$ cat config.mk
export PLATFORM = sky130hd
export DESIGN_NAME = icache_top
export DESIGN_NICKNAME = d
export VERILOG_FILES = /design/src/source/icache_pkg.sv /design/src/source/icache_top.sv /design/src/source/icache_core.sv /design/src/source/icache_ctrl_regs.sv
export SDC_FILE = /design/constraint.sdc
export NUM_CORES = 1
export LEC_CHECK = 0
export BUFFER_PORTS_ARGS = -buffer_cell sky130_fd_sc_hd__buf_2
export CAP_MARGIN = 20
export CORE_MARGIN = 4
export CORE_UTILIZATION = 45
export DETAILED_ROUTE_END_ITERATION = 12
export GPL_ROUTABILITY_DRIVEN = 1
export SETUP_SLACK_MARGIN = 0.02
export SLEW_MARGIN = 20
export SYNTH_ARGS = -nofsm -noshare
export SYNTH_HDL_FRONTEND = slang
export SYNTH_SLANG_ARGS = --single-unit
$ cat constraint.sdc
create_clock -name clk -period 6.24 [get_ports clk]
set_clock_uncertainty 0.1 [all_clocks]
set_input_delay 0 -clock clk [delete_from_list [all_inputs] [get_ports clk]]
set_output_delay 0 -clock clk [all_outputs]
set_load 0.05 [all_outputs]
$ cat src/source/icache_pkg.sv
package icache_pkg;

    typedef logic [31:0] word_t;

    // byte address, bits 1:0 are the word offset
    typedef logic [31:0] addr_t;

    // register block to core
    typedef struct packed {
        logic enable;
        logic flush_req;
    } cache_cfg_t;

    // core to register block
    typedef struct packed {
        logic hit_pulse;
        logic miss_pulse;
        logic flush_busy;
    } cache_status_t;

    // register write side
    typedef struct packed {
        logic       wr;
        logic [1:0] sel;
        word_t      wdata;
    } cfg_bus_t;

    localparam logic [1:0] REG_CTRL   = 2'd0;
    localparam logic [1:0] REG_HITS   = 2'd1;
    localparam logic [1:0] REG_MISSES = 2'd2;

    typedef enum logic [1:0] {
        IDLE,
        LOOKUP,
        ALLOCATE,
        FLUSH
    } icache_state_t;

endpackage
$ cat src/source/icache_top.sv
`timescale 1ns/100ps

module icache_top import icache_pkg::*; #(
    parameter int INDEX_BITS = 4,
    parameter int CNT_BITS   = 16
) (
    input  logic       clk,
    input  logic       rst,
    input  addr_t      cpu_addr,
    input  logic       cpu_valid,
    output logic       cpu_ready,
    output word_t      cpu_data,
    output addr_t      mem_addr,
    output logic       mem_valid,
    input  logic       mem_ready,
    input  word_t      mem_data,
    input  cfg_bus_t   cfg,
    input  logic [1:0] cfg_rsel,
    output word_t      cfg_rdata
);

    cache_cfg_t    cache_cfg;
    cache_status_t cache_status;

    icache_ctrl_regs #(
        .CNT_BITS (CNT_BITS)
    ) u_regs (
        .clk       (clk),
        .rst       (rst),
        .cfg       (cfg),
        .cfg_rsel  (cfg_rsel),
        .cfg_rdata (cfg_rdata),
        .cache_cfg (cache_cfg),
        .status    (cache_status)
    );

    icache_core #(
        .INDEX_BITS (INDEX_BITS)
    ) u_core (
        .clk       (clk),
        .rst       (rst),
        .cpu_addr  (cpu_addr),
        .cpu_valid (cpu_valid),
        .cpu_ready (cpu_ready),
        .cpu_data  (cpu_data),
        .mem_addr  (mem_addr),
        .mem_valid (mem_valid),
        .mem_ready (mem_ready),
        .mem_data  (mem_data),
        .cfg       (cache_cfg),
        .status    (cache_status)
    );

endmodule

$ cat src/source/icache_core.sv
`timescale 1ns/100ps

module icache_core import icache_pkg::*; #(
    parameter int INDEX_BITS = 4
) (
    input  logic          clk,
    input  logic          rst,
    input  addr_t         cpu_addr,
    input  logic          cpu_valid,
    output logic          cpu_ready,
    output word_t         cpu_data,
    output addr_t         mem_addr,
    output logic          mem_valid,
    input  logic          mem_ready,
    input  word_t         mem_data,
    input  cache_cfg_t    cfg,
    output cache_status_t status
);

    localparam int LINES    = 1 << INDEX_BITS;
    localparam int TAG_BITS = 32 - 2 - INDEX_BITS;

    icache_state_t state;
    icache_state_t next_state;

    logic [LINES-1:0]    valid_q;
    logic [TAG_BITS-1:0] tag_q [LINES];
    word_t               data_q [LINES];

    addr_t               req_addr;
    logic [INDEX_BITS-1:0] req_idx;
    logic [TAG_BITS-1:0] req_tag;
    logic [INDEX_BITS-1:0] flush_idx;

    logic flush_pending;
    logic bypass_q;
    logic filled_q;
    logic mem_valid_q;
    logic hit;
    logic fill_done;

    assign req_idx = req_addr[INDEX_BITS+1:2];
    assign req_tag = req_addr[31:INDEX_BITS+2];

    // a disabled cache never hits
    assign hit = cfg.enable && valid_q[req_idx] && (tag_q[req_idx] == req_tag);

    assign fill_done = (state == ALLOCATE) && mem_ready;

    always_comb
    begin
        next_state = state;
        case (state)
            IDLE:
            begin
                if (flush_pending || cfg.flush_req)
                    next_state = FLUSH;
                else if (cpu_valid)
                    next_state = LOOKUP;
            end
            LOOKUP:
            begin
                if (hit)
                    next_state = IDLE;
                else
                    next_state = ALLOCATE;
            end
            ALLOCATE:
            begin
                if (mem_ready)
                    next_state = bypass_q ? IDLE : LOOKUP;
            end
            FLUSH:
            begin
                if (flush_idx == INDEX_BITS'(LINES - 1))
                    next_state = IDLE;
            end
            default: next_state = IDLE;
        endcase
    end

    // reset walks the whole array through FLUSH
    always_ff @(posedge clk)
    begin
        if (rst)
        begin
            state         <= FLUSH;
            flush_idx     <= '0;
            flush_pending <= 1'b0;
            bypass_q      <= 1'b0;
            filled_q      <= 1'b0;
            mem_valid_q   <= 1'b0;
        end
        else
        begin
            state <= next_state;

            if (state == FLUSH)
                flush_idx <= flush_idx + 1'b1;

            // any pending flush is taken from IDLE
            if (state == IDLE)
                flush_pending <= 1'b0;
            else if (cfg.flush_req)
                flush_pending <= 1'b1;

            if (state == LOOKUP)
                bypass_q <= !cfg.enable;

            if (state == IDLE)
                filled_q <= 1'b0;
            else if (fill_done)
                filled_q <= 1'b1;

            // memory request from the miss until mem_ready
            if ((state == LOOKUP) && !hit)
                mem_valid_q <= 1'b1;
            else if (mem_valid_q && mem_ready)
                mem_valid_q <= 1'b0;
        end
    end

    always_ff @(posedge clk)
    begin
        if ((state == IDLE) && cpu_valid)
            req_addr <= cpu_addr;
    end

    always_ff @(posedge clk)
    begin
        if (state == FLUSH)
            valid_q[flush_idx] <= 1'b0;
        else if (fill_done && !bypass_q)
            valid_q[req_idx] <= 1'b1;
    end

    always_ff @(posedge clk)
    begin
        if (fill_done && !bypass_q)
        begin
            tag_q[req_idx]  <= req_tag;
            data_q[req_idx] <= mem_data;
        end
    end

    // hit from LOOKUP, or the bypassed word straight from memory
    assign cpu_ready = ((state == LOOKUP) && hit) || (fill_done && bypass_q);
    assign cpu_data  = (state == ALLOCATE) ? mem_data : data_q[req_idx];

    assign mem_valid = mem_valid_q;
    assign mem_addr  = {req_addr[31:2], 2'b00};

    // second lookup after a fill is not counted
    assign status.hit_pulse  = (state == LOOKUP) && hit && !filled_q;
    assign status.miss_pulse = (state == LOOKUP) && !hit;
    assign status.flush_busy = cfg.flush_req || flush_pending || (state == FLUSH);

    a_mem_valid_alloc: assert property (@(posedge clk) disable iff (rst)
        mem_valid |-> (state == ALLOCATE));

    a_mem_addr_stable: assert property (@(posedge clk) disable iff (rst)
        (mem_valid && !mem_ready) |=> $stable(mem_addr));

    // processor must still be waiting when the word comes back
    a_ready_needs_valid: assert property (@(posedge clk) disable iff (rst)
        cpu_ready |-> cpu_valid);

endmodule

$ cat src/source/icache_ctrl_regs.sv
`timescale 1ns/100ps

module icache_ctrl_regs import icache_pkg::*; #(
    parameter int CNT_BITS = 16
) (
    input  logic          clk,
    input  logic          rst,
    input  cfg_bus_t      cfg,
    input  logic [1:0]    cfg_rsel,
    output word_t         cfg_rdata,
    output cache_cfg_t    cache_cfg,
    input  cache_status_t status
);

    logic                enable_q;
    logic                flush_q;
    logic [CNT_BITS-1:0] hit_cnt;
    logic [CNT_BITS-1:0] miss_cnt;

    always_ff @(posedge clk)
    begin
        if (rst)
        begin
            enable_q <= 1'b1;
            flush_q  <= 1'b0;
            hit_cnt  <= '0;
            miss_cnt <= '0;
        end
        else
        begin
            // flush request lasts one cycle
            flush_q <= cfg.wr && (cfg.sel == REG_CTRL) && cfg.wdata[1];
            if (cfg.wr && (cfg.sel == REG_CTRL))
                enable_q <= cfg.wdata[0];

            // a write clears, otherwise count up and stick at max
            if (cfg.wr && (cfg.sel == REG_HITS))
                hit_cnt <= '0;
            else if (status.hit_pulse && (hit_cnt != '1))
                hit_cnt <= hit_cnt + 1'b1;

            if (cfg.wr && (cfg.sel == REG_MISSES))
                miss_cnt <= '0;
            else if (status.miss_pulse && (miss_cnt != '1))
                miss_cnt <= miss_cnt + 1'b1;
        end
    end

    assign cache_cfg = '{enable: enable_q, flush_req: flush_q};

    always_comb
    begin
        case (cfg_rsel)
            REG_CTRL:   cfg_rdata = {29'd0, status.flush_busy, 1'b0, enable_q};
            REG_HITS:   cfg_rdata = word_t'(hit_cnt);
            REG_MISSES: cfg_rdata = word_t'(miss_cnt);
            default:    cfg_rdata = '0;
        endcase
    end

    // one lookup gives either a hit or a miss, never both
    a_one_pulse: assert property (@(posedge clk) disable iff (rst)
        !(status.hit_pulse && status.miss_pulse));

endmodule

## Word level (Yosys, flattened, before mapping)

Memory sizes are Yosys's and may differ from the RTL's. A register that Yosys moved wholly into a read port is not among the register bits.
Cells that the tools add are included.

- Register bits after elaboration: 92
- Bits in writable memories: 928
- Input bits: 105
- Word-level logic and storage cells: 95
- Memories kept: 2

Memories:

| memory | words | bits a word | read ports | clocked after Yosys merged registers in | wr ports | RTL line | text |
|---|---|---|---|---|---|---|---|
| u_core.data_q | 16 | 32 | 1 | 1 | 1 | icache_core.sv:28 | `word_t data_q [LINES];` |
| u_core.tag_q | 16 | 26 | 1 | 1 | 1 | icache_core.sv:27 | `logic [TAG_BITS-1:0] tag_q [LINES];` |

- Add/sub/neg operators: 3
- Magnitude comparators: 4
- Equal/unequal tests: 14
- Multiplexer cells: 23
- Bitwise operators: 3
- Reduce and logical (&&, ||, !) cells: 34

Operators by type and width:

| cell | number |
|---|---|
| case mux 16 bit (3 select lines) | 1 |
| adder 16 x 1 -> 16 bit, second input constant | 2 |
| two-way mux 16 bit | 2 |
| two-way mux 32 bit | 1 |
| inequality test 16 bit, second input constant | 2 |
| == test 26 bit | 1 |
| logical AND 1 bit | 18 |
| AND 16 bit | 1 |
| inverter 16 bit | 1 |
| bitwise OR 16 bit | 1 |
| < comparator 4 x 5 -> 1 bit, second input constant | 2 |
| two-way mux 2 bit | 5 |
| demux 1 bit (select 4 bit) | 2 |
| == test 2 bit, second input constant | 4 |
| >= comparator 4 x 1 -> 1 bit, second input constant | 2 |
| two-way mux 1 bit | 8 |
| two-way mux 4 bit | 2 |
| case mux 2 bit (4 select lines) | 1 |
| == test 2 x 1 -> 1 bit, second input constant | 3 |
| zero test 2 bit | 3 |
| OR reduction 2 bit | 3 |
| adder 4 x 1 -> 4 bit, second input constant | 1 |
| binary-select mux 1 bit (select 4 bit) | 1 |
| == test 4 bit, second input constant | 1 |
| 7 further kinds | 13 |

## Depth between registers and ports, before layout

Gate-level depths: netlist of run 1.

- Depth in word-level cells: 7
- Gate-level depth with buffers: 15
- Gate-level depth less buffers: 9

## Hierarchy

Synthesis of run 1 repeated with hierarchy kept, for this count alone.

- Cell total of the unflattened synthesis: 1954
- Area, all modules: 40670.3 um^2

By module, submodules not included:

| module | times used | cells each | area an instance (um^2) | sequential area each (um^2) |
|---|---|---|---|---|
| icache_core | 1 | 1697 | 38533.2 | 29528.3 |
| icache_ctrl_regs | 1 | 257 | 2137.0 | 680.7 |

## Least setup slack after synthesis of run 1

Ideal clock, no wire load.

- Path type: register -> register
- From: reg u_core.req_addr[2]
- To: mem u_core.data_q[3][0] (netlist name), enable pin
- Setup time: 0.545 ns
- Arrival: 5.218 ns
- Data required time: 5.595 ns
- Path slack: 0.377 ns
- Stages on the path, launching flop included: 4
- Buffers on the path: 1
- Period minus slack after synthesis: 5.863 ns
- Cells stage by stage: edfxtp_1 -> clkbuf_1 -> nand3_1 -> nor3_1

RTL lines:

| element | RTL line | text |
|---|---|---|
| start: declaration | icache_core.sv:30 | `addr_t req_addr;` |
| start signal: assignment | icache_core.sv:126 | `req_addr <= cpu_addr;` |
| end: declaration | icache_core.sv:28 |  |

Straight into the memory's write port.

==> results_dict.tcl, run 1 <==
set metrics [dict create \
    fin_nets 2397 \
    post-synth-top-area-fraction_pct 71.92 \
    io_buffers 152 \
    synth_area_um2 40670 \
    avgRoutedWirePerCell_um 26.78 \
    ctsResizeCount 0 \
    ys_seq_area_share_pct 74.28 \
    power_w 0.01376 \
    clockBufferDepth 3 \
    rsz0062_at_grt "no" \
    drv_slew 0 \
    drive_above_1_share_pct 28.52 \
    slew_headroom_pct 26.14 \
    vias 20728 \
    grt.total_usage_pct 20.07 \
    post_cts_buffers 0 \
    die_h_um 308.6 \
    critPathRequiredTime_ns 6.14 \
    syn_inst 1966 \
    startpoint_type "flip-flop" \
    first_pass_iters 5 \
    hold_ws_ns 0.03959 \
    drt_iter0_drc 1932 \
    dp_hpwl_mm 50.99 \
    synth_common_cells "edfxtp_1 (974), mux4_2 (258), mux2i_1 (66)" \
    p_leak_nw 15.41 \
    cts.sinks 1022 \
    core_area_um2 89060 \
    synthFlopType "edfxtp_1" \
    synth_cell_types 66 \
    synth_most_common_cell "edfxtp_1" \
    async_flop_share_pct 0 \
    cp_data_arrival_time_ns 5.41 \
    drcViolationCount 0 \
    area_delta_synth_final_pct 16.44 \
    fmax_mhz 181.4 \
    yosysWarnings 0 \
    start_util_pct 45.67 \
    fp.dieW_um 308.6 \
    hp-class "in2reg" \
    synth_area_leaders "edfxtp_1 (72%), mux4_2 (14%), dfxtp_1 (2.4%)" \
    cap_violations 0 \
    antenna_found_initial 0 \
    rows 109 \
    grt_max_degree 58 \
    max_slew.worst_pin.slew_ns 1.098 \
    htree_levels 3 \
    final_cells 3542 \
    setup_viol 0 \
    yosys_register_bits 1022 \
    clk_latency_ns 0.67 \
    hold_viol_final 0 \
    period_minus_slack_ns 5.514 \
    clkTransAtPathRegs_ns 0.06 \
    p_per_area_nw_per_um2 290.5 \
    cts_tree "done" \
    routed_wl_mm 94.85 \
    synth_edf_count 974 \
    io_pins 203 \
    grt_pass1_wl_mm 141.5 \
    diodes 0 \
    cts_root_buffer "clkbuf_16" \
    route.antenna.remaining_nets 0 \
    vdd_drop_max_v 0.0002321 \
    synth_top_cell_by_area "edfxtp_1" \
    worst_setup_path_end_kind "output port" \
    overflow 0 \
    routed_via_density 5.852 \
    gp_congestion 0.8149 \
    cts_buffers 106 \
    dp_cells 3237 \
    setup_tns_ns 0 \
    crit_fanout 49 \
    die_area_um2 95250 \
    syn_area_per_cell_um2 20.69 \
    worstSetupPathType "reg2out" \
    fill_cells 6893 \
    status "finished clean" \
    first_global_vias 21615 \
    fin_crit_sh_pct 88.36 \
]
through the flow:
| step | setup WS, ns | utilization [%] | cell area, µm² |
|---|---|---|---|
| 2_1_floorplan | 0.3766 | - | 40730 |
| 3_3_place_gp | 1.235 | 48.22 | 42940 |
| 3_5_place_dp | 1.191 | 48.22 | 42940 |
| 4_1_cts | 0.6030 | 53.17 | 47350 |
| 5_1_grt | 0.3244 | 53.18 | 47360 |
| 6_report | 0.7264 | 53.18 | 47360 |
worst max-delay path, stage by stage, from the launching register on:
cell	delay, ns
dfxtp_4	0.92
buf_4	0.65
buf_4	0.55
mux4_2	0.38
mux2i_1	0.16
mux2i_1	0.12
xnor2_1	0.40
nand2_1	0.12
nor4_1	0.20
nand4_1	0.25
buf_4	0.33
o31ai_1	0.30
buf_2	0.32
where the power goes:
part | leakage, nW | switching, W | internal (W) | total (W)
registers | 9.16 | 0.0000151 | 0.00748 | 0.00750
clock network | 1.62 | 0.00256 | 0.00348 | 0.00604
logic | 4.63 | 0.000129 | 0.0000898 | 0.000219
final timing paths:
check,startpoint,to,slack [ns],cells past startpoint
setup / recovery,flip-flop,cpu_ready,0.73,12
hold / removal,cpu_addr[5],flip-flop,0.04,3
setup reg to reg,flip-flop,u_regs.hit_cnt[10],0.80,13
hold reg to reg,u_regs.enable_q,u_core.bypass_q,0.39,1
cells in the final DEF (no fill, tap or decap), drive strengths merged, types with 41 or more instances in the layout:
| master | Yosys | routed |
|---|---|---|
| mux2i | 66 | 66 |
| edfxtp | 974 | 974 |
| nor2 | 45 | 45 |
| mux2 | 41 | 41 |
| dlygate4sd3 | 0 | 106 |
| clkinv | 0 | 49 |
| dfxtp | 48 | 48 |
| clkbuf | 43 | 139 |
| mux4 | 260 | 260 |
| buf | 76 | 208 |
| a21oi | 53 | 53 |
registers in the layout, summed over array words and instances (netlist names), named ones only:
| signal | cells |
|---|---|
| u_core.bypass_q | 1 |
| u_core.tag_q | 416 |
| u_regs.flush_q | 1 |
| u_regs.miss_cnt | 16 |
| u_core.mem_valid | 1 |
| u_core.valid_q | 16 |
| u_core.flush_pending | 1 |
| u_core.data_q | 512 |
| u_regs.enable_q | 1 |
| u_core.filled_q | 1 |
| u_core.req_addr | 30 |
| u_core.state | 2 |
| u_core.flush_idx | 4 |
| u_regs.hit_cnt | 16 |
logic make-up (layout without fill, tap and decap cells):
family | after synthesis | count (layout) | synth area share [%]
compound gates | 157 | 157 | 2.701
other cells | 1 | 18 | 0.009220
buf+inv | 137 | 531 | 1.723
simple gates | 247 | 247 | 3.304
fa+ha+maj | 6 | 6 | 0.1846
mux | 367 | 367 | 17.18
flops | 1022 | 1022 | 74.28
xor+xnor | 29 | 29 | 0.6245
routing by layer:
metal	share of wire [%]	track usage, %
met5	0	0
met4	1.5	4.621
met2	50	33.75
met1	43	28.38
met3	5.3	2.615
timing repair:
action	4_1_cts	5_1_grt
hold buffers	106	0
hold endpoints to repair	606	0
endpoints found under the setup margin	0	0
cell type report:
class / count / area [µm²] / area share [%]
multi-input cells: 824 / 9942 / 20.99
well taps: 1165 / 1458 / 3.078
flip-flops and latches: 1022 / 30220 / 63.82
clock buffers: 139 / 2902 / 6.127
inverters: 18 / 68.82 / 0.1453
clock inverters: 60 / 445.4 / 0.9406
repair buffers: 314 / 2317 / 4.893
No activity file was read; power rests on OpenSTA's default activity.
==> run 2: changes to the inputs <==
--- a/config.mk
+++ b/config.mk
@@ -11,6 +11,7 @@
 export CORE_UTILIZATION = 45
 export DETAILED_ROUTE_END_ITERATION = 12
 export GPL_ROUTABILITY_DRIVEN = 1
+export REMOVE_ABC_BUFFERS = 1
 export SETUP_SLACK_MARGIN = 0.02
 export SLEW_MARGIN = 20
 export SYNTH_ARGS = -nofsm -noshare
==> run 2 against run 1 <==
Global-route usage fell by 0.31 points. Critical path depth is the same. Non-clock buffer count stayed put. Worst setup slack better by 0.49 ns. Routed wire length fell by 1.5%. Hold slack improved by 0.012 ns. Core utilization up 0.072 points. Cell area is 0.13% higher. Highest routed layer unchanged. Sequential power about the same. Register-to-register slack improved by 0.45 ns. Final cell count is essentially flat. Clock-buffer cell count down 17.
==> results_dict.tcl, run 2 (synthesized netlist as in run 1, its figures left out) <==
set metrics [dict create \
    first_global_vias 21353 \
    rows 109 \
    grt_use_met3_pct 3.019 \
    crit_family "buffers and inverters" \
    status "finished clean" \
    start_util_pct 45.67 \
    final_cell_mix "edfxtp_1 (974), mux4_2 (258), buf_2 (152)" \
    grt_pass1_wl_mm 139.1 \
    cts_tree "done" \
    area_delta_synth_final_pct 16.60 \
    holdBufCountCts 105 \
    grt_max_degree 59 \
    gp_congestion 0.8145 \
    p_per_area_nw_per_um2 292.0 \
    drv_slew 0 \
    setup_viol 0 \
    first_pass_iters 5 \
    routed_via_density 5.823 \
    post_cts_buffers 0 \
    clkTransAtPathRegs_ns 0.06 \
    startpoint_type "flip-flop" \
    core_area_um2 89060 \
    post-place-ws_ns 1.646 \
    ctsResizeCount 0 \
    drt_iter0_drc 2006 \
    drcViolationCount 0 \
    dp_hpwl_mm 50.91 \
    slew_headroom_pct 28.29 \
    hold_viol_final 0 \
    hold_path_depth 2 \
    grtUsageMet2_pct 32.06 \
    cts_buffers 105 \
    clk_latency_ns 0.68 \
    rsz0062_at_grt "no" \
    largest_reg_flops 512 \
    critPathRequiredTime_ns 6.14 \
    hp-class "in2reg" \
    fin_crit_sh_pct 80.52 \
    worst_setup_path_end_kind "output port" \
    max_slew.worst_pin.slew_ns 1.073 \
    p_leak_nw 15.46 \
    setup_slack_ns 1.215 \
    cts_root_buffer "clkbuf_16" \
    crit_path_max_incr_delay_ns 0.89 \
    fill_cells 6945 \
    drive_above_1_share_pct 28.73 \
    avgRoutedWirePerCell_um 26.39 \
    fp.dieW_um 308.6 \
    crit_fanout 40 \
    die_area_um2 95250 \
    cap_violations 0 \
    final_util_pct 53.25 \
    routed_wl_mm 93.39 \
    vdd_drop_max_v 0.0002349 \
    worstPathBufferInverterCount 4 \
    vias 20608 \
    overflow 0 \
    io_buffers 152 \
    mostFrequentLayoutCell "edfxtp_1" \
    r2r_cells 13 \
    period_minus_slack_ns 5.025 \
    route.antenna.remaining_nets 0 \
    antenna_found_initial 1 \
    worstSetupPathType "reg2out" \
    slowest_stage "dfxtp_4" \
    clockBufferDepth 3 \
    busiest_layer "met2" \
    regMostFlops "u_core.data_q" \
    cp.depth 12 \
    met1_usage_pct 28.58 \
    cts.sinks 1022 \
    io_pins 203 \
    cp_data_arrival_time_ns 4.92 \
    diodes 0 \
    fmax_mhz 199.0 \
    top_regs "u_core.data_q: 512 flops, u_core.tag_q: 416 flops, u_core.req_addr: 30 flops" \
    die_h_um 308.6 \
    crit_chain "buf_12, buf_4, mux4_2, mux2i_1, mux2i_1, xnor2_1, nand4_1, nor4_1, nand4_1, buf_4, o31ai_1, buf_2" \
    fin_nets 2396 \
    grt.total_usage_pct 19.76 \
    htree_levels 3 \
]
run 2: per-stage QoR:
step,hold WS [ns],TNS (ns),instances,power [W],cell area (µm²)
4_1_cts,0.003213,0,3538,0.01398,47390
5_1_grt,0.02677,0,3539,0.01430,47420
3_3_place_gp,0.07599,0,3237,0.007798,42940
2_1_floorplan,-0.03093,-292.22,1864,0.007720,40100
3_5_place_dp,0.07811,0,3237,0.007809,42940
6_report,0.05112,0,3539,0.01385,47420
run 2: per-layer routing:
metal	routed length, µm	vias up	part of all wire, %
met3	5236	116	5.6
met5	0	-	0
met1	40650	11017	44
met2	45720	610	49
li1	-	8865	-
met4	1780	0	1.9
run 2: worst paths after layout:
| path | start | to | slack [ns] |
|---|---|---|---|
| min | cpu_addr[19] | u_core.req_addr[19] | 0.05 |
| max | flip-flop | cpu_ready | 1.22 |
| max reg2reg | flip-flop | u_regs.hit_cnt[6] | 1.25 |
| min reg2reg | u_core.mem_valid | u_core.mem_valid | 0.38 |
run 2: final cells by class:
cell class	instances	area, µm²	area share, %
sequential	1022	30220	63.74
clock inverter	74	649.4	1.369
timing repair buffer	314	2335	4.923
tap	1165	1458	3.074
multi-input combinational	824	9942	20.97
clock buffer	122	2744	5.786
inverter	18	68.82	0.1451
run 2: power by group:
| group | total [W] | internal, W | leakage [nW] | switching, W |
|---|---|---|---|---|
| Sequential | 0.00750 | 0.00748 | 9.16 | 0.0000151 |
| Combinational | 0.000218 | 0.0000895 | 4.63 | 0.000128 |
| Clock | 0.00613 | 0.00352 | 1.67 | 0.00261 |
| Total | 0.0138 | 0.0111 | 15.5 | 0.00275 |
==> run 3: changes to the inputs <==
==> constraint.sdc (replaced) <==
create_clock -name clk -period 4.6 [get_ports clk]
set_clock_uncertainty 0.1 [all_clocks]
set_input_delay 0 -clock clk [delete_from_list [all_inputs] [get_ports clk]]
set_output_delay 0 -clock clk [all_outputs]
set_load 0.05 [all_outputs]
==> run 3 against run 2 <==
First-iteration DRC count is 13% higher. Die area stayed put. Via count is 1.4% higher. Clock power is 28% higher. Critical path type unchanged. Largest power group unchanged. Highest routed layer unchanged.
==> results_dict.tcl, run 3 (synthesized netlist as in run 1, its figures left out) <==
set metrics [dict create \
    antenna_found_initial 0 \
    top_regs "u_core.data_q: 512 flops, u_core.tag_q: 416 flops, u_core.req_addr: 30 flops" \
    power_w 0.01831 \
    io_buffers 152 \
    final_util_pct 53.57 \
    clockPowerShare_pct 42.8 \
    setup_viol 0 \
    p_sw_share_pct 20.11 \
    multi_input_area_um2 9950 \
    p_leak_nw 15.57 \
    p_per_area_nw_per_um2 383.8 \
    first_global_vias 21297 \
    internal_power_w 0.01463 \
    fin_crit_sh_pct 95.45 \
    hold_viol_final 0 \
    avgRoutedWirePerCell_um 26.42 \
    cp_common_cell "nand4_1" \
    start_util_pct 45.67 \
    cts_root_buffer "clkbuf_16" \
    critPathRequiredTime_ns 4.50 \
    drcViolationCount 0 \
    grt_max_degree 59 \
    clk_latency_ns 0.66 \
    cts.sinks 1022 \
    fmax_mhz 227.8 \
    slew_headroom_pct 29.98 \
    grt_pass1_wl_mm 139.2 \
    grt.total_usage_pct 19.79 \
    crit_fanout 39 \
    fin_nets 2425 \
    cap_violations 0 \
    drive_above_1_share_pct 29.43 \
    fp.dieW_um 308.6 \
    core_area_um2 89060 \
    combPwrFrac_pct 1.6 \
    rows 109 \
    max_slew.worst_pin.slew_ns 1.048 \
    cp_data_arrival_time_ns 4.29 \
    io_pins 203 \
    rsz0062_at_grt "no" \
    fill_cells 6853 \
    drv_slew 0 \
    final_cell_area_um2 47710 \
    startpoint_type "flip-flop" \
    diodes 0 \
    register_area_um2 30220 \
    overflow 0 \
    largest_reg_flops 512 \
    period_minus_slack_ns 4.391 \
    hp-class "in2reg" \
    final_cell_mix "edfxtp_1 (974), mux4_2 (258), buf_2 (152)" \
    area_delta_synth_final_pct 17.30 \
    place_area_um2 43250 \
    status "finished clean" \
    crit_chain "buf_4, nor2b_1, a22oi_1, and4_1, nor3_1, nand4_1, nor4_1, nand4_1, buf_12, o31ai_1, buf_2" \
    die_h_um 308.6 \
    worstSetupPathType "reg2out" \
    final_cells 3564 \
    clkTransAtPathRegs_ns 0.06 \
    dp_hpwl_mm 50.53 \
    dp_cells 3253 \
    cts_buffers 104 \
    first_pass_iters 6 \
    mostFrequentLayoutCell "edfxtp_1" \
    vdd_drop_max_v 0.0002774 \
    p_switching_w 0.003682 \
    crit_path_max_incr_delay_ns 0.52 \
    vias 20904 \
    regMostFlops "u_core.data_q" \
    drt_iter0_drc 2266 \
    cts_tree "done" \
    htree_levels 3 \
    die_area_um2 95250 \
    slowest_stage "dfxtp_4" \
    clockBufferDepth 3 \
    setup_tns_ns 0 \
    seqPwrFrac_pct 55.6 \
    route.antenna.remaining_nets 0 \
    gp_congestion 0.8293 \
    routed_wl_mm 94.15 \
    worst_setup_path_end_kind "output port" \
    routed_via_density 5.865 \
]
## run 3: worst max-delay path, delay by kind of cell, from the launching register on
family / cells / cell delay, ns
buffers and inverters: 3 / 0.86
and+or+nand+nor: 6 / 1.78
DFF: 1 / 0.52
AOI/OAI and AO/OA: 2 / 0.45
## run 3: power groups by stage
stage	registers [W]	clock network, W	logic (W)
3_3_place_gp	0.0104	0	0.000214
5_1_grt	0.0102	0.00845	0.000327
2_1_floorplan	0.0104	0	0.000107
4_1_cts	0.0102	0.00804	0.000296
3_5_place_dp	0.0104	0	0.000226
6_report	0.0102	0.00784	0.000298
## run 3: layout make-up
type                    count  area share [%]
clock buffers             125           5.641
clock inverters            66           1.002
inverters                  18          0.1469
multi-input cells         824           20.86
flip-flops and latches   1022           63.35
well taps                1165           3.055
repair buffers            344           5.946
## run 3: final timing paths
kind	startpoint	end	slack, ns	depth (start not counted)
worst min-delay path	cpu_addr[4]	flip-flop	0.07	3
worst min register to register	u_regs.enable_q	u_core.bypass_q	0.38	1
worst max register to register	flip-flop	u_regs.hit_cnt[10]	0.24	12
worst max-delay path	flip-flop	cpu_ready	0.21	11
## run 3: layer usage
layer | part of all wire [%] | GRT usage [%]
met5 | 0 | 0
met3 | 6.5 | 3.081
met2 | 49 | 32.23
met4 | 2.1 | 5.123
met1 | 43 | 28.39
## run 3: what timing repair did
action / 4_1_cts / 5_1_grt
resized for setup: 2 / 3
hold buffers: 107 / 0
setup endpoints to repair: 1 / 2
endpoints found under the hold margin: 606 / 0
setup buffers: 2 / 11
## run 3: stage by stage
step / hold slack, ns / setup slack, ns
floorplan: -0.03093 / -7.637
global placement: 0.07584 / 0.2979
detailed placement: 0.07810 / 0.2859
CTS: 0.01778 / 0.02037
global route: 0.07504 / 0.09602
finish: 0.06618 / 0.2092
